[src/mem_stage_pkg.sv]
package mem_stage_pkg;

  //////////////////////////////////////////////////////////////////////
  // data memory geometry
  //////////////////////////////////////////////////////////////////////

  // number of 32-bit words in the data RAM
  localparam int DMEM_WORDS = 256;
  // word index width, taken from alures[9:2]
  localparam int DMEM_AW = 8;

  //////////////////////////////////////////////////////////////////////
  // load / store control encodings
  //////////////////////////////////////////////////////////////////////

  // load type, one-hot
  localparam logic [4:0] LD_NONE = 5'b00000;
  localparam logic [4:0] LD_LB   = 5'b00001;
  localparam logic [4:0] LD_LH   = 5'b00010;
  localparam logic [4:0] LD_LW   = 5'b00100;
  localparam logic [4:0] LD_LBU  = 5'b01000;
  localparam logic [4:0] LD_LHU  = 5'b10000;

  // store type, one-hot
  localparam logic [2:0] ST_NONE = 3'b000;
  localparam logic [2:0] ST_SB   = 3'b001;
  localparam logic [2:0] ST_SH   = 3'b010;
  localparam logic [2:0] ST_SW   = 3'b100;

  // all four lanes enabled
  localparam logic [3:0] BE_ALL = 4'b1111;

  // one memory word, seen whole or as four byte lanes
  // lane 0 is bits 7:0
  typedef union packed {
    logic [31:0]     word;
    logic [3:0][7:0] lane;
  } mem_word_u;

endpackage

[src/load_extract.sv]
`timescale 1ns/1ps

module load_extract
  import mem_stage_pkg::*;
(
  input  logic [4:0]  ld_ctrl,
  input  logic [1:0]  offset,
  input  logic [31:0] raw,
  output logic [31:0] result
);

  // word from the RAM and the word aligned to lane 0
  mem_word_u raw_w;
  mem_word_u algn_w;

  //////////////////////////////////////////////////////////////////////
  // alignment
  //////////////////////////////////////////////////////////////////////

  assign raw_w.word = raw;

  // rotate right by offset bytes
  // addressed byte lands in lane 0, a halfword at offset 3 wraps
  always_comb begin
    logic [1:0] src;
    algn_w.word = '0;
    for (int i = 0; i < 4; i++) begin
      src = 2'(i) + offset;
      algn_w.lane[i] = raw_w.lane[src];
    end
  end

  //////////////////////////////////////////////////////////////////////
  // extension per load type
  //////////////////////////////////////////////////////////////////////

  always_comb begin
    case (ld_ctrl)
      // signed byte
      LD_LB:  result = {{24{algn_w.lane[0][7]}}, algn_w.lane[0]};
      // signed halfword
      LD_LH:  result = {{16{algn_w.lane[1][7]}}, algn_w.lane[1], algn_w.lane[0]};
      // full word
      LD_LW:  result = algn_w.word;
      // unsigned byte
      LD_LBU: result = {24'h0, algn_w.lane[0]};
      // unsigned halfword
      LD_LHU: result = {16'h0, algn_w.lane[1], algn_w.lane[0]};
      // no load or bad code reads as zero
      default: result = '0;
    endcase
  end

endmodule

[src/mem_stage.sv]
`timescale 1ns/1ps

module mem_stage
  import mem_stage_pkg::*;
(
  input  logic               bus,
  input  logic               rst_n,
  // EX/MEM side
  input  logic [31:0]        ex_mem_alures,
  input  logic [31:0]        ex_mem_dout_rs2,
  input  logic [4:0]         ex_mem_rs2,
  input  logic [4:0]         ex_mem_rd,
  input  logic               ex_mem_regwrite,
  input  logic               ex_mem_memread,
  input  logic               ex_mem_memwrite,
  input  logic [4:0]         ex_mem_ld_ctrl,
  input  logic [2:0]         ex_mem_st_ctrl,
  input  logic [31:0]        ex_mem_pres_addr,
  input  logic [31:0]        ex_mem_csr,
  input  logic               ex_mem_csr_read,
  input  logic               dbg,
  input  logic               mem_hold,
  // data RAM
  input  logic [31:0]        ram_dout,
  output logic               ram_we,
  output logic               ram_re,
  output logic [3:0]         ram_be,
  output logic [DMEM_AW-1:0] ram_addr,
  output logic [31:0]        ram_din,
  // MEM/WB side
  output logic [31:0]        mem_wb_alures,
  output logic [31:0]        mem_wb_memres,
  output logic               mem_wb_memread,
  output logic               mem_wb_regwrite,
  output logic [4:0]         mem_wb_rd,
  output logic [31:0]        mem_wb_pres_addr,
  output logic [31:0]        mem_wb_csr,
  output logic               mem_wb_csr_read,
  output logic [31:0]        wb_res
);

  // freeze of the whole stage
  logic        stall;
  // forward select and resolved store data
  logic        fwd_sel;
  logic [31:0] st_data;
  // load info carried to the aligner
  logic [4:0]  mem_wb_ld_ctrl;
  logic [1:0]  mem_wb_offset;

  //////////////////////////////////////////////////////////////////////
  // stall and store forwarding
  //////////////////////////////////////////////////////////////////////

  assign stall = dbg | mem_hold;

  // store source was written back last cycle
  // x0 never forwards
  assign fwd_sel = ex_mem_memwrite && mem_wb_regwrite &&
                   (mem_wb_rd == ex_mem_rs2) && (mem_wb_rd != 5'd0);

  assign st_data = fwd_sel ? wb_res : ex_mem_dout_rs2;

  // lane enables and rotated data for the RAM
  store_lane_align store_lane_align_inst (
    .st_ctrl   (ex_mem_st_ctrl),
    .offset    (ex_mem_alures[1:0]),
    .data      (st_data),
    .be        (ram_be),
    .lane_data (ram_din)
  );

  //////////////////////////////////////////////////////////////////////
  // RAM request
  //////////////////////////////////////////////////////////////////////

  // no access while stalled, read register holds too
  assign ram_we   = ex_mem_memwrite & ~stall;
  assign ram_re   = ex_mem_memread & ~stall;
  // word index, upper address bits ignored
  assign ram_addr = ex_mem_alures[DMEM_AW+1:2];

  //////////////////////////////////////////////////////////////////////
  // MEM/WB register
  //////////////////////////////////////////////////////////////////////

  always_ff @(posedge bus or negedge rst_n) begin
    if (!rst_n) begin
      mem_wb_alures    <= '0;
      mem_wb_memread   <= 1'b0;
      mem_wb_regwrite  <= 1'b0;
      mem_wb_rd        <= '0;
      mem_wb_pres_addr <= '0;
      mem_wb_csr       <= '0;
      mem_wb_csr_read  <= 1'b0;
      mem_wb_ld_ctrl   <= LD_NONE;
      mem_wb_offset    <= '0;
    end else if (!stall) begin
      mem_wb_alures    <= ex_mem_alures;
      mem_wb_memread   <= ex_mem_memread;
      mem_wb_regwrite  <= ex_mem_regwrite;
      mem_wb_rd        <= ex_mem_rd;
      mem_wb_pres_addr <= ex_mem_pres_addr;
      mem_wb_csr       <= ex_mem_csr;
      mem_wb_csr_read  <= ex_mem_csr_read;
      // byte offset and type, lined up with the RAM read data
      mem_wb_ld_ctrl   <= ex_mem_ld_ctrl;
      mem_wb_offset    <= ex_mem_alures[1:0];
    end
  end

  //////////////////////////////////////////////////////////////////////
  // load result and writeback select
  //////////////////////////////////////////////////////////////////////

  load_extract load_extract_inst (
    .ld_ctrl (mem_wb_ld_ctrl),
    .offset  (mem_wb_offset),
    .raw     (ram_dout),
    .result  (mem_wb_memres)
  );

  // csr first, then load data, then ALU result
  always_comb begin
    if (mem_wb_csr_read) begin
      wb_res = mem_wb_csr;
    end else if (mem_wb_memread) begin
      wb_res = mem_wb_memres;
    end else begin
      wb_res = mem_wb_alures;
    end
  end

endmodule

[src/store_lane_align.sv]
`timescale 1ns/1ps

module store_lane_align
  import mem_stage_pkg::*;
(
  input  logic [2:0]  st_ctrl,
  input  logic [1:0]  offset,
  input  logic [31:0] data,
  output logic [3:0]  be,
  output logic [31:0] lane_data
);

  // store data before and after the lane rotation
  mem_word_u src_w;
  mem_word_u rot_w;

  // enable pattern doubled so a shift acts as a 4-bit rotate
  logic [3:0] be_pat;
  logic [7:0] be_dbl;

  //////////////////////////////////////////////////////////////////////
  // byte enables
  //////////////////////////////////////////////////////////////////////

  always_comb begin
    case (st_ctrl)
      // single byte, one lane
      ST_SB: be_pat = 4'b0001;
      // halfword, two adjacent lanes
      ST_SH: be_pat = 4'b0011;
      // word store, no store and illegal codes
      default: be_pat = BE_ALL;
    endcase
  end

  // rotate left by offset
  // sh at offset 3 wraps into lane 0, giving 1001
  assign be_dbl = {be_pat, be_pat} << offset;
  assign be     = be_dbl[7:4];

  //////////////////////////////////////////////////////////////////////
  // data lanes
  //////////////////////////////////////////////////////////////////////

  assign src_w.word = data;

  // byte i of the store data moves to lane i + offset, modulo 4
  always_comb begin
    logic [1:0] dst;
    rot_w.word = '0;
    for (int i = 0; i < 4; i++) begin
      dst = 2'(i) + offset;
      rot_w.lane[dst] = src_w.lane[i];
    end
  end

  // byte 0 now sits in the first enabled lane
  assign lane_data = rot_w.word;

endmodule

[config.mk]
export PLATFORM = sky130hd
export DESIGN_NAME = mem_stage
export DESIGN_NICKNAME = d
export VERILOG_FILES = /design/src/mem_stage_pkg.sv /design/src/load_extract.sv /design/src/mem_stage.sv /design/src/store_lane_align.sv
export SDC_FILE = /design/constraint.sdc
export NUM_CORES = 1
export LEC_CHECK = 0
export BUFFER_PORTS_ARGS = -buffer_cell sky130_fd_sc_hd__clkbuf_2
export CORE_AREA = 2 2 154 156
export CTS_CLUSTER_DIAMETER = 50
export DETAILED_ROUTE_END_ITERATION = 8
export DIE_AREA = 0 0 156 158
export HOLD_SLACK_MARGIN = 0.05
export PLACE_DENSITY = 0.63
export SYNTH_ARGS = -nofsm -noshare
export SYNTH_HDL_FRONTEND = slang
export SYNTH_SLANG_ARGS = --single-unit
[constraint.sdc]
create_clock -name bus -period 3.2 [get_ports bus]
set_clock_uncertainty 0.2 [all_clocks]
set_input_delay 0.16 -clock bus [delete_from_list [all_inputs] [get_ports bus]]
set_output_delay 0.16 -clock bus [all_outputs]
set_load 0.01 [all_outputs]
; Word-level counts from Yosys, hierarchy flattened
; Index checks and enable logic that the tools add are counted.
[totals]
register_bits = 111
output_inout_bits = 214
elab_cells = 73
[classes]
add_sub_neg = 6
n_lt_le_gt_ge = 12
eq_ne = 8
shifts = 1
muxes = 24
bitwise = 5
n_reduce_logical = 8
[ops]
columns = op, n
row1 = $pmux 32 s5, 1
row2 = $bwmux 32, 3
row3 = $mux 32, 3
row4 = $bmux 8 s2, 4
row5 = $demux 8 s2, 4
row6 = $mux 8, 8
row7 = $and 32x32->32, 1
row8 = $lt 2x3->1 const B, 8
row9 = $add 2x2->2 const A, 4
row10 = $ge 2x1->1 const B, 4
row11 = $pmux 4 s2, 1
row12 = $shl 8x2->8, 1
row13 = $logic_and 1x1->1, 7
row14 = $eq 5x1->1 const B, 1
row15 = $eq 5x2->1 const B, 1
row16 = $eq 5x3->1 const B, 1
row17 = $eq 5x4->1 const B, 1
row18 = $eq 5x5->1, 1
row19 = $eq 5x5->1 const B, 1
row20 = $reduce_bool 5->1, 1
row21 = $add 1x2->2 const A, 2
row22 = $eq 3x1->1 const B, 1
row23 = $eq 3x2->1 const B, 1
row24 = $and 1x1->1, 2
row25 = 2 further kinds, 2

; Depth between registers and ports, before layout
; Gate-level depths: netlist of the first run.
[depth]
word_depth = 11
mapped_depth = 9
ltp_nobuf = 6

; Cells and area by module
; Synthesis of the first run repeated with hierarchy kept, for this count alone.
[hier_totals]
cells_unflattened = 575
hier_area_um2 = 7522.2
[modules_own_cells]
columns = mod, n_inst, cells_per_inst, area_per_inst_um2
row1 = mem_stage, 1, 394, 5342.6
row2 = load_extract, 1, 128, 1229.9
row3 = store_lane_align, 1, 53, 949.7

; Worst setup path after synthesis of the first run
; No wires, ideal clock.
[synth_path]
path_kind = register to output
startpoint = register mem_wb_rd[4]
endpoint = output ram_din[17]
t_arrival_ns = 2.453
slack_ns = 0.387
stages_incl_launch_ff = 7
cell_sequence = dfrtp_1 or2_2 o21a_1 nor3_1 clkbuf_1 mux2_2 mux4_1
[synth_via]
elab_chain_cells = 8
[synth_rtl]
columns = element, line_no
row1 = start: declaration, mem_stage.sv:35  ; output logic [4:0] mem_wb_rd,
row2 = start signal: assignment, mem_stage.sv:102  ; mem_wb_rd <= ex_mem_rd;
row3 = $eq 5x5->1, mem_stage.sv:60  ; (mem_wb_rd == ex_mem_rs2) && (mem_wb_rd != 5'd0);
row4 = $logic_and 1x1->1, mem_stage.sv:59  ; assign fwd_sel = ex_mem_memwrite && mem_wb_regwrite &&
row5 = $logic_and 1x1->1 *, mem_stage.sv:60
row6 = $mux 32 *, mem_stage.sv:62  ; assign st_data = fwd_sel ? wb_res : ex_mem_dout_rs2;
row7 = $and 32x32->32 (no source line), --
row8 = $bwmux 32 (2 in a row), store_lane_align.sv:53  ; rot_w.lane[dst] = src_w.lane[i];
row9 = $bwmux 32 *, store_lane_align.sv:53
row10 = end: declaration, mem_stage.sv:29  ; output logic [31:0] ram_din,
; Every way passes the cells marked *; elsewhere a longest branch is shown, timed or not.

==> run_results.csv, run 1 <==
group,metric,value,unit
run_status,status,"finished with violations",
run_status,violations,"negative setup slack",
clocking,clk_root_buffer_cell,"sky130_fd_sc_hd__clkbuf_16",
synthesis,post_synth_fa_ha_maj_area_fraction,0,%
floorplanning,placeableCoreArea,23100,sq um
floorplanning,initial_core_util,31.1,%
synthesis,postSynthNetCount,839,
synthesis,post_synth_most_frequent_cells,"sky130_fd_sc_hd__mux2_2 (126), sky130_fd_sc_hd__dfrtp_1 (109), sky130_fd_sc_hd__nand2_1 (59), sky130_fd_sc_hd__clkbuf_1 (36), sky130_fd_sc_hd__mux2i_1 (34)",
flow_run,timing.max_cap.violations,0,
sta,finalSetupViolCount,24,
power_and_ir_drop,peakVddDrop,217,uV
clocking,cts_tree,"done",
sta,grt_setup_unrepaired,"true",
power_and_ir_drop,cellLeakagePower,5.61,nW
global_route,number_of_global_route_vias_before_repair,7682,
clocking,htree_num_levels,3,
synthesis,yosysTopAreaCell,"sky130_fd_sc_hd__dfrtp_1",
sta,timing.fmax,293,MHz
global_route,grt_first_pass_wirelength,46300,microns
synthesis,synthesis.yosys.warnings,0,
worst_setup_path,cp.required,2840,ps
synthesis,synth.ff_latch_count,109,
global_route,grt_remaining_overflow,0,
synthesis,synthesis.area,7180,sq um
worst_setup_path,crit_path_start,"mem_wb_alures[0]",
clocking,insertion_delay,350,ps
synthesis,synth-edff-count,0,
synthesis,post_synth_main_area_contributors,"sky130_fd_sc_hd__dfrtp_1 (38%), sky130_fd_sc_hd__mux2_2 (20%), sky130_fd_sc_hd__mux4_2 (7.8%)",
placement,port_buffers,399,
route,vias,7665,
worst_setup_path,path_common_cell,"sky130_fd_sc_hd__mux4_2",
route,ant_nets,0,
synthesis,synth_sequential_area_ratio,38.0,%
floorplanning,die_y,158,microns
worst_setup_path,internal_reg_to_reg_setup_slack,1770,ps
global_route,grt_antenna_before_repair,3,
synthesis,main_flop_type_after_synthesis,"sky130_fd_sc_hd__dfrtp_1",
finish,area_delta_synth_final,62.9,%
synthesis,synth_compound_area_share,11.1,%
placement,gp_routability_congestion,0.918,
worst_setup_path,crit_path_top_delay_cell,"sky130_fd_sc_hd__mux4_2",
synthesis,post_synth_num_cell_types,50,
global_route,grt_max_degree,59,
synthesis,synth_mux_area_share,35.1,%
synthesis,xor_xnor_portion_of_the_synthesized_cell_area,0.732,%
worst_setup_path,crit_path_max_incr_delay,530,ps
sta,final.period_utilization,107,%
placement,post_dp_cell_area,9670,sq um
clocking,clock_input_transition_at_the_sequential_cells_of_the_worst_setup_and_hold_paths,90,ps
worst_setup_path,critPathCaptureType,"primary output",
synthesis,yosys.cell_count.top_type,"sky130_fd_sc_hd__mux2_2",
floorplanning,die_width,156,microns
finish,final_layout_size_suffix_gt1_share,58.9,%
floorplanning,ios,400,
clocking,clock_sink_count,109,
finish,fin_nets,1366,
route,detail_route.drc_violations,0,
floorplanning,placement_rows,56,
worst_setup_path,critPathKind,"flip-flop to primary output",
worst_setup_path,crit_path_start_kind,"flip-flop",
worst_setup_path,worstPathCellList,"buf_6 -> mux4_2 -> nand4_1 -> and3_4 -> buf_12 -> a21oi_1 -> mux2_4 -> mux4_2 -> clkbuf_2",
synthesis,syn_avg_cell_area,11.0,sq um
clocking,max-clock-path-buffers,2,
power_and_ir_drop,power.density_cell_area,449,nW/um^2
synthesis,dominant_combinational_cell_family_by_area_after_synthesis,"multiplexers",
sta,tightest_slew,1060,ps
floorplanning,fp.dieArea,24600,sq um
synthesis,synthesized_instance_count,653,
worst_setup_path,critical_path.reg2reg.startpoint,"mem_wb_alures[0]",
hold_path,hold_path.class,"input pin to flip-flop",
finish,final_design_area_no_fill,11700,sq um
placement,dpl_worst_slack,-30.1,ps
global_route,grt_use_total,25.2,%
sta,maxSlewViolCount,0,
route,drt-initial-drc-count,583,
route,detail_route.wirelength,32400,microns
sta,final.min_clock_period,3410,ps
sta,final_worst_slack,-210,ps
route,routedWlPerCell,22.0,microns
clocking,tritoncts.num_buffers,9,
sta,final.hold.worst_slack,92.1,ps
sta,timing_hold_violations_final,0,
synthesis,synthDominantCellAreaShare,38.0,%
route,first_pass_iters,6,
synthesis,asyncSetResetFlopFracSynth,100,%
placement,post-dp-hpwl,24400,microns
route,routed_via_density,5.19,
synthesis,post_synth_and_or_nand_nor_area_fraction,10.0,%
hold_path,timing.hold.worst.start,"dbg",
worst_setup_path,path_max_fanout,8,
worst_setup_path,timing.critical_path.arrival,3050,ps
sta,max-slew-margin-rel,29.6,%
## logic make-up (layout without fill, tap and decap cells)
kind of cell              after synthesis  count (layout)
muxes                                 193             193
and+or+nand+nor                       153             154
AOI/OAI and AO/OA                     117             117
DFF                                   109             109
buffers and inverters                  75             606
xor gates and xnor gates                6               6
other                                   0               1
## final timing paths
path                                        end  depth (start not counted)
max in group asynchronous   mem_wb_pres_addr[9]                          3
max reg2reg                    mem_wb_alures[0]                          5
min in group asynchronous  mem_wb_pres_addr[22]                          2
min                              mem_wb_csr[14]                          3
min reg2reg                mem_wb_pres_addr[23]                          1
max                                 ram_din[20]                          9
## sequential cells by signal, summed over array words and instances, names as in the netlist
| register | count |
|---|---|
| mem_wb_alures | 32 |
| mem_wb_csr | 32 |
| mem_wb_pres_addr | 32 |
| mem_wb_ld_ctrl | 5 |
| mem_wb_rd | 5 |
| mem_wb_csr_read | 1 |
| mem_wb_memread | 1 |
| mem_wb_regwrite | 1 |
## report_power, final
part           switching, mW  total, mW  internal [mW]
combinational           1.19       2.30           1.12
clock                  0.609       1.17          0.557
sequential             0.197       1.78           1.58
total                   1.99       5.25           3.25
## metal layers
metal  global-route usage, %  vias to the layer above  share of wire (%)
met5                       0                        -              0.065
met2                    46.1                      405                 51
met3                    6.32                       47                7.8
met1                    29.1                     3716                 39
met4                    7.12                        4                2.2
li1                        -                     3493                  -
## cell usage in the layout, fill, tap and decap left out, drive strengths merged, types with 4 or more instances in the layout
cell type    synthesis  final
o211ai               8      8
inv                 12     15
nand2               59     59
nor2                28     28
o22ai               21     21
mux2               127    127
dlygate4sd3          0    108
nand2b               8      8
a21oi               26     26
o21ai               20     20
clkinv               1      4
and2                21     21
mux4                32     32
dfrtp              109    109
clkbuf              36    398
a22oi                7      7
buf                 26     79
o31ai                8      8
xnor2                4      4
a222oi               6      6
nand3               18     19
mux2i               34     34
## cell type report
cell class | instances | area, sq um
fill | 2091 | 11400
multi-input combinational | 470 | 4420
timing repair buffer | 577 | 3820
sequential | 109 | 2730
tap | 290 | 363
clock buffer | 9 | 225
clock inverter | 7 | 77.6
inverter | 13 | 48.8
antenna | 1 | 2.50
## critical path, delay by kind of cell (launching register included)
family	cells	cell delay, ps
compound gates	1	110
buf+inv	3	440
flops	1	390
mux	3	1320
simple gates	2	430
## stage by stage
| stage | power [mW] | utilization (%) | TNS [ps] | instances |
|---|---|---|---|---|
| finish | 5.25 | 50.7 | -3580 | 1476 |
| CTS | 5.18 | 49.5 | -2660 | 1470 |
| global route | 5.51 | 50.7 | -5840 | 1475 |
| global placement | 3.73 | 42.0 | 0 | 1328 |
| detailed placement | 3.76 | 42.0 | -63.0 | 1328 |
| floorplan | 2.79 | - | 0 | 653 |
## timing repair
item / 4_1_cts / 5_1_grt
pin swaps: 13 / 8
setup endpoints to repair: 31 / 32
setup buffers: 15 / 4
gates resized for setup: 48 / 50
cloned: 3 / 1
hold endpoints to repair: 158 / 0
hold buffers: 108 / 0
(Power assumes the default switching activity.)
==> run 2, diff against run 1 <==
--- a/config.mk
+++ b/config.mk
@@ -6,6 +6,7 @@
 export NUM_CORES = 1
 export LEC_CHECK = 0
 export BUFFER_PORTS_ARGS = -buffer_cell sky130_fd_sc_hd__clkbuf_2
+export CAP_MARGIN = 20
 export CORE_AREA = 2 2 154 156
 export CTS_CLUSTER_DIAMETER = 50
 export DETAILED_ROUTE_END_ITERATION = 8
==> constraint.sdc (replaced) <==
create_clock -name bus -period 3.29 [get_ports bus]
set_clock_uncertainty 0.2 [all_clocks]
set_input_delay 0.1645 -clock bus [delete_from_list [all_inputs] [get_ports bus]]
set_output_delay 0.1645 -clock bus [all_outputs]
set_load 0.01 [all_outputs]
==> run 2 against run 1 <==
  * The flow still finishes with violations (negative setup slack)
  * Sequential cell count did not move
  * Register-to-register slack gained 100 ps
  * Total power down 1.7%
  * Utilization is 0.060 points higher
  * Combinational power fell by 2%
  * Sequential power down 3%
  * Cell count stayed put
  * Design area is 0.12% higher
  * Global-route usage hardly changed
  * Hold slack improved by 58 ps
  * Routed wire length grew 0.27%
  * Highest routed layer unchanged
==> run_results.csv, run 2 (synthesized netlist as in run 1, its figures left out) <==
group,metric,value,unit
floorplanning,placement_rows,56,
worst_setup_path,path_max_fanout,8,
route,drt-initial-drc-count,612,
sta,grt_setup_unrepaired,"true",
worst_setup_path,cp.required,2930,ps
finish,final_layout_size_suffix_gt1_share,59.3,%
finish,final_design_area_no_fill,11700,sq um
worst_setup_path,crit_path_start_kind,"flip-flop",
route,detail_route.wirelength,32500,microns
clocking,clock_input_transition_at_the_sequential_cells_of_the_worst_setup_and_hold_paths,80,ps
finish,layout.cells.non_filler,1476,
run_status,status,"finished with violations",
power_and_ir_drop,peakVddDrop,253,uV
route,ant_nets,0,
worst_setup_path,timing.critical_path.buf_inv,3,
clocking,tritoncts.num_buffers,9,
sta,timing.fmax,297,MHz
clocking,cts_tree,"done",
sta,final_worst_slack,-82.4,ps
global_route,grt_remaining_overflow,0,
finish,layout.cells.most_common,"sky130_fd_sc_hd__clkbuf_2",
power_and_ir_drop,power.density_cell_area,441,nW/um^2
finish,mostFrequentLayoutCells,"sky130_fd_sc_hd__clkbuf_2 (389), sky130_fd_sc_hd__mux2_2 (114), sky130_fd_sc_hd__dlygate4sd3_1 (108)",
worst_setup_path,critPathKind,"flip-flop to primary output",
sta,final.hold.worst_slack,150,ps
floorplanning,ios,400,
finish,fin_nets,1366,
run_status,violations,"negative setup slack",
route,routedWlPerCell,22.0,microns
sta,finalSetupViolCount,23,
worst_setup_path,timing.critical_path.arrival,3010,ps
route,first_pass_iters,5,
route,vias,7707,
route,routed_via_density,5.22,
placement,post_dp_cell_area,9640,sq um
clocking,max-clock-path-buffers,2,
worst_setup_path,critPathCaptureType,"primary output",
sta,tightest_slew,967,ps
global_route,number_of_global_route_vias_before_repair,7633,
sta,final.min_clock_period,3370,ps
worst_setup_path,crit_family,"multiplexers",
worst_setup_path,worstPathCellList,"buf_6 -> mux4_2 -> nand4_1 -> and3_4 -> buf_12 -> a21oi_2 -> mux2_4 -> mux4_2 -> buf_6",
sta,max-slew-margin-rel,35.5,%
floorplanning,placeableCoreArea,23100,sq um
floorplanning,initial_core_util,31.1,%
worst_setup_path,crit_path_top_delay_cell,"sky130_fd_sc_hd__mux4_2",
flow_run,timing.max_cap.violations,0,
power_and_ir_drop,cellLeakagePower,5.60,nW
global_route,grt_use_total,25.1,%
sta,timing_hold_violations_final,0,
sta,final.period_utilization,103,%
global_route,grt_max_degree,66,
placement,post-dp-hpwl,24000,microns
placement,gp_routability_congestion,0.878,
placement,dpl_worst_slack,132,ps
sta,maxSlewViolCount,0,
floorplanning,die_y,158,microns
placement,port_buffers,399,
clocking,htree_num_levels,3,
worst_setup_path,crit_path_max_incr_delay,540,ps
route,detail_route.drc_violations,0,
global_route,grt_antenna_before_repair,3,
power_and_ir_drop,post_route_total_power,5.16,mW
global_route,grt_first_pass_wirelength,46100,microns
finish,biggestRegsByFlops,"mem_wb_alures (32), mem_wb_csr (32), mem_wb_pres_addr (32)",
finish,area_delta_synth_final,63.0,%
clocking,clk_root_buffer_cell,"sky130_fd_sc_hd__clkbuf_16",
clocking,insertion_delay,360,ps
floorplanning,die_width,156,microns
placement,post-place-cells,1320,
floorplanning,fp.dieArea,24600,sq um
hold_path,hold_path.class,"input pin to flip-flop",
clocking,clock_sink_count,109,
run 2: path summary, 6_finish.rpt:
path,start,depth (start not counted),end,slack (ps)
hold / removal,dbg,3,mem_wb_pres_addr[7],150
setup / recovery,mem_wb_alures[0],9,ram_din[17],-80
setup reg to reg,mem_wb_alures[0],5,mem_wb_alures[0],1870
hold reg to reg,mem_wb_pres_addr[0],1,mem_wb_pres_addr[0],310
max in group asynchronous,rst_n,3,mem_wb_csr[24],1870
min in group asynchronous,rst_n,2,mem_wb_regwrite,160
run 2: metrics by stage:
step	util, %	setup TNS (ps)
floorplan	-	0
global placement	41.8	0
detailed placement	41.8	0
CTS	49.6	-490
global route	50.8	-3040
finish	50.8	-898
run 2: area by class of cell:
cell class	instances	area, sq um
tap	290	363
sequential	109	2730
clock buffer	9	225
multi-input combinational	470	4410
fill	2044	11300
timing repair buffer	577	3840
inverter	13	52.6
clock inverter	7	81.3
antenna	1	2.50
run 2: where the power goes:
group	switching, mW	internal, mW	total [mW]
sequential	0.191	1.54	1.73
clock	0.570	0.605	1.18
combinational	1.16	1.09	2.25
run 2: repair_timing:
action,in CTS,in global routing
setup endpoints to repair,31,31
hold endpoints to repair,151,0
cloned,3,1
pin swaps,12,11
gates resized for setup,56,44
setup buffers,18,10
hold buffers,108,0
run 2: layer usage:
metal  routed length [microns]  up-vias  global-route usage, %
met4                       993        4                   9.04
met3                      2380       58                   5.64
met2                     16400      400                   44.6
met1                     12700     3765                   29.9
met5                        30        -                      0
li1                          -     3480                      -
run 2: worst min-delay path, delay by kind of cell:
family        cells  cell delay [ps]
simple gates      1              140
mux               1              260
buf+inv           1              110
==> run 3, diff against run 2 <==
--- a/config.mk
+++ b/config.mk
@@ -5,7 +5,7 @@
 export SDC_FILE = /design/constraint.sdc
 export NUM_CORES = 1
 export LEC_CHECK = 0
-export BUFFER_PORTS_ARGS = -buffer_cell sky130_fd_sc_hd__clkbuf_2
+export BUFFER_PORTS_ARGS = -buffer_cell sky130_fd_sc_hd__buf_2
 export CAP_MARGIN = 20
 export CORE_AREA = 2 2 154 156
 export CTS_CLUSTER_DIAMETER = 50
==> constraint.sdc (replaced) <==
create_clock -name bus -period 3.29 [get_ports bus]
set_clock_uncertainty 0.2 [all_clocks]
set_input_delay 0.658 -clock bus [delete_from_list [all_inputs] [get_ports bus]]
set_output_delay 0.658 -clock bus [all_outputs]
set_load 0.01 [all_outputs]
==> run 3 against run 2 <==
  * The run still ends with negative setup slack left
  * Routed wire length down 1.2%
  * First-iteration DRC count down 36%
  * Die area unchanged
  * Critical path depth unchanged
  * Clock-buffer cell count is the same
  * Sequential power hardly changed
  * Worst setup slack got worse by 490 ps
  * Global-route usage fell by 0.31 points
  * Sequential cell count stayed put
  * Utilization shrank 1.8 points
  * Non-clock buffer count shrank 36
  * Critical endpoint is now ram_din[10]
  * Largest cell class unchanged
  * Largest power group unchanged
==> run_results.csv, run 3 (synthesized netlist as in run 1, its figures left out) <==
group,metric,value,unit
run_status,status,"finished with violations",
run_status,violations,"negative setup slack",
route,detail_route.wirelength,32100,microns
power_and_ir_drop,peakVddDrop,276,uV
finish,fin_nets,1331,
finish,filler_cell_count,2132,
finish,biggestRegsByFlops,"mem_wb_alures (32), mem_wb_csr (32), mem_wb_pres_addr (32)",
flow_run,timing.max_cap.violations,0,
placement,post-dp-hpwl,25300,microns
route,drt-initial-drc-count,391,
global_route,grt_remaining_overflow,0,
floorplanning,die_width,156,microns
power_and_ir_drop,cellLeakagePower,5.48,nW
placement,port_buffers,399,
global_route,grt_first_pass_wirelength,45300,microns
route,detail_route.drc_violations,0,
sta,final.hold.worst_slack,171,ps
sta,final.min_clock_period,3870,ps
finish,final_layout_size_suffix_gt1_share,68.3,%
sta,final.period_utilization,118,%
power_and_ir_drop,intPower,3.32,mW
global_route,number_of_global_route_vias_before_repair,7571,
floorplanning,die_y,158,microns
worst_setup_path,path_max_fanout,5,
worst_setup_path,critPathKind,"flip-flop to primary output",
power_and_ir_drop,p_sw,1.93,mW
clocking,cts_tree,"done",
finish,finish.utilization,49.0,%
sta,max-slew-margin-rel,58.8,%
route,vias,7581,
hold_path,hold_path.class,"input pin to async pin",
clocking,insertion_delay,350,ps
worst_setup_path,timing.critical_path.arrival,3010,ps
route,routedWlPerCell,22.3,microns
power_and_ir_drop,p_clk_share,22.4,%
finish,area_delta_synth_final,57.3,%
power_and_ir_drop,share_comb_of_total_power,45.1,%
worst_setup_path,critPathCaptureType,"primary output",
global_route,grt_max_degree,110,
sta,sum_of_negative_setup_slack,-16400,ps
sta,maxSlewViolCount,0,
floorplanning,placeableCoreArea,23100,sq um
sta,timing.fmax,259,MHz
clocking,tritoncts.num_buffers,9,
clocking,clk_root_buffer_cell,"sky130_fd_sc_hd__clkbuf_16",
finish,layout.cells.most_common,"sky130_fd_sc_hd__buf_2",
global_route,grt_antenna_before_repair,4,
route,ant_nets,0,
sta,tightest_slew,619,ps
floorplanning,initial_core_util,31.1,%
power_and_ir_drop,netSwitchingFraction,36.8,%
floorplanning,ios,400,
clocking,max-clock-path-buffers,2,
power_and_ir_drop,power.density_cell_area,465,nW/um^2
worst_setup_path,cp.required,2430,ps
sta,grt_setup_unrepaired,"true",
floorplanning,placement_rows,56,
sta,timing_hold_violations_final,0,
floorplanning,fp.dieArea,24600,sq um
clocking,htree_num_levels,3,
worst_setup_path,crit_path_start_kind,"flip-flop",
route,first_pass_iters,5,
finish,mostFrequentLayoutCells,"sky130_fd_sc_hd__buf_2 (380), sky130_fd_sc_hd__buf_4 (126), sky130_fd_sc_hd__mux2_2 (121)",
clocking,clock_input_transition_at_the_sequential_cells_of_the_worst_setup_and_hold_paths,90,ps
clocking,clock_sink_count,109,
sta,finalSetupViolCount,52,
sta,final_worst_slack,-577,ps
route,routed_via_density,5.26,
power_and_ir_drop,power.share.sequential,32.5,%
global_route,grt_use_total,24.8,%
placement,gp_routability_congestion,0.938,
==> run 3: cell count changes in the layout (fill, tap and decap cells not counted), moves of 4 or more <==
cell / change
sky130_fd_sc_hd__buf_2: +378
sky130_fd_sc_hd__buf_6: +14
sky130_fd_sc_hd__buf_4: +71
sky130_fd_sc_hd__clkbuf_2: -389
sky130_fd_sc_hd__mux2_2: +7
sky130_fd_sc_hd__dlygate4sd3_1: -108
sky130_fd_sc_hd__o22ai_1: -4
sky130_fd_sc_hd__mux2_4: -7
sky130_fd_sc_hd__o22ai_2: +4
==> run 3: critical path, stage by stage (launching register included) <==
cell and delay (ps):
sky130_fd_sc_hd__dfrtp_2 440, sky130_fd_sc_hd__mux4_2 590, sky130_fd_sc_hd__nand3_4 150, sky130_fd_sc_hd__buf_4 150, sky130_fd_sc_hd__o31ai_4 80, sky130_fd_sc_hd__a222oi_1 280, sky130_fd_sc_hd__buf_4 220, sky130_fd_sc_hd__a21oi_4 80
sky130_fd_sc_hd__mux4_2 510, sky130_fd_sc_hd__buf_6 150
==> run 3: cell type report <==
type | count | area, sq um | share of cell area (%)
Clock inverter | 7 | 87.6 | 0.776
Sequential cell | 109 | 2730 | 24.2
Antenna cell | 1 | 2.50 | 0.0222
Multi-Input combinational cell | 471 | 4490 | 39.7
Tap cell | 290 | 363 | 3.21
Timing Repair Buffer | 541 | 3350 | 29.6
Clock buffer | 9 | 225 | 1.99
Inverter | 13 | 48.8 | 0.432
==> run 3: metrics by stage <==
stage	total power [mW]	worst slack, ps	std cells	instance area [sq um]
after floorplan	2.72	-45.9	653	7190
after global placement	3.82	-492	1401	10200
after detailed placement	3.85	-580	1401	10200
after CTS	5.18	-578	1429	10900
after global routing	5.53	-657	1440	11300
final	5.26	-577	1441	11300
==> run 3: layer usage <==
metal / part of all wire, % / up-vias / GRT usage [%]
met2: 50 / 375 / 43.7
met5: 0.10 / - / 0
met3: 8.0 / 59 / 6.19
li1: - / 3404 / -
met1: 38 / 3737 / 29.4
met4: 3.4 / 6 / 9.00
==> run 3: path summary, 6_finish.rpt <==
check / startpoint / endpoint / slack (ps) / cells after the start
min reg2reg: mem_wb_pres_addr[15] / mem_wb_pres_addr[15] / 310 / 1
max: mem_wb_alures[0] / ram_din[10] / -580 / 9
min in group bus: mem_wb_pres_addr[15] / mem_wb_pres_addr[15] / 310 / 1
max in group asynchronous: rst_n / mem_wb_alures[0] / 2190 / 2
max reg2reg: mem_wb_alures[0] / mem_wb_alures[0] / 1980 / 4
min: rst_n / mem_wb_pres_addr[17] / 170 / 2
==> run 3: power groups by stage <==
stage          sequential [mW]  combinational [mW]  clock, mW
5_1_grt                   1.74                2.53       1.27
3_3_place_gp              1.72                2.10          0
2_1_floorplan             1.78               0.940          0
3_5_place_dp              1.73                2.12          0
4_1_cts                   1.71                2.25       1.23
6_report                  1.71                2.37       1.18
==> run 3: timing repair <==
| item | CTS | global route |
|---|---|---|
| resized for setup | 54 | 53 |
| setup endpoints to repair | 61 | 67 |
| hold buffers | 0 | 0 |
| cloned | 3 | 1 |
| setup buffers | 9 | 10 |
| pin swaps | 13 | 8 |
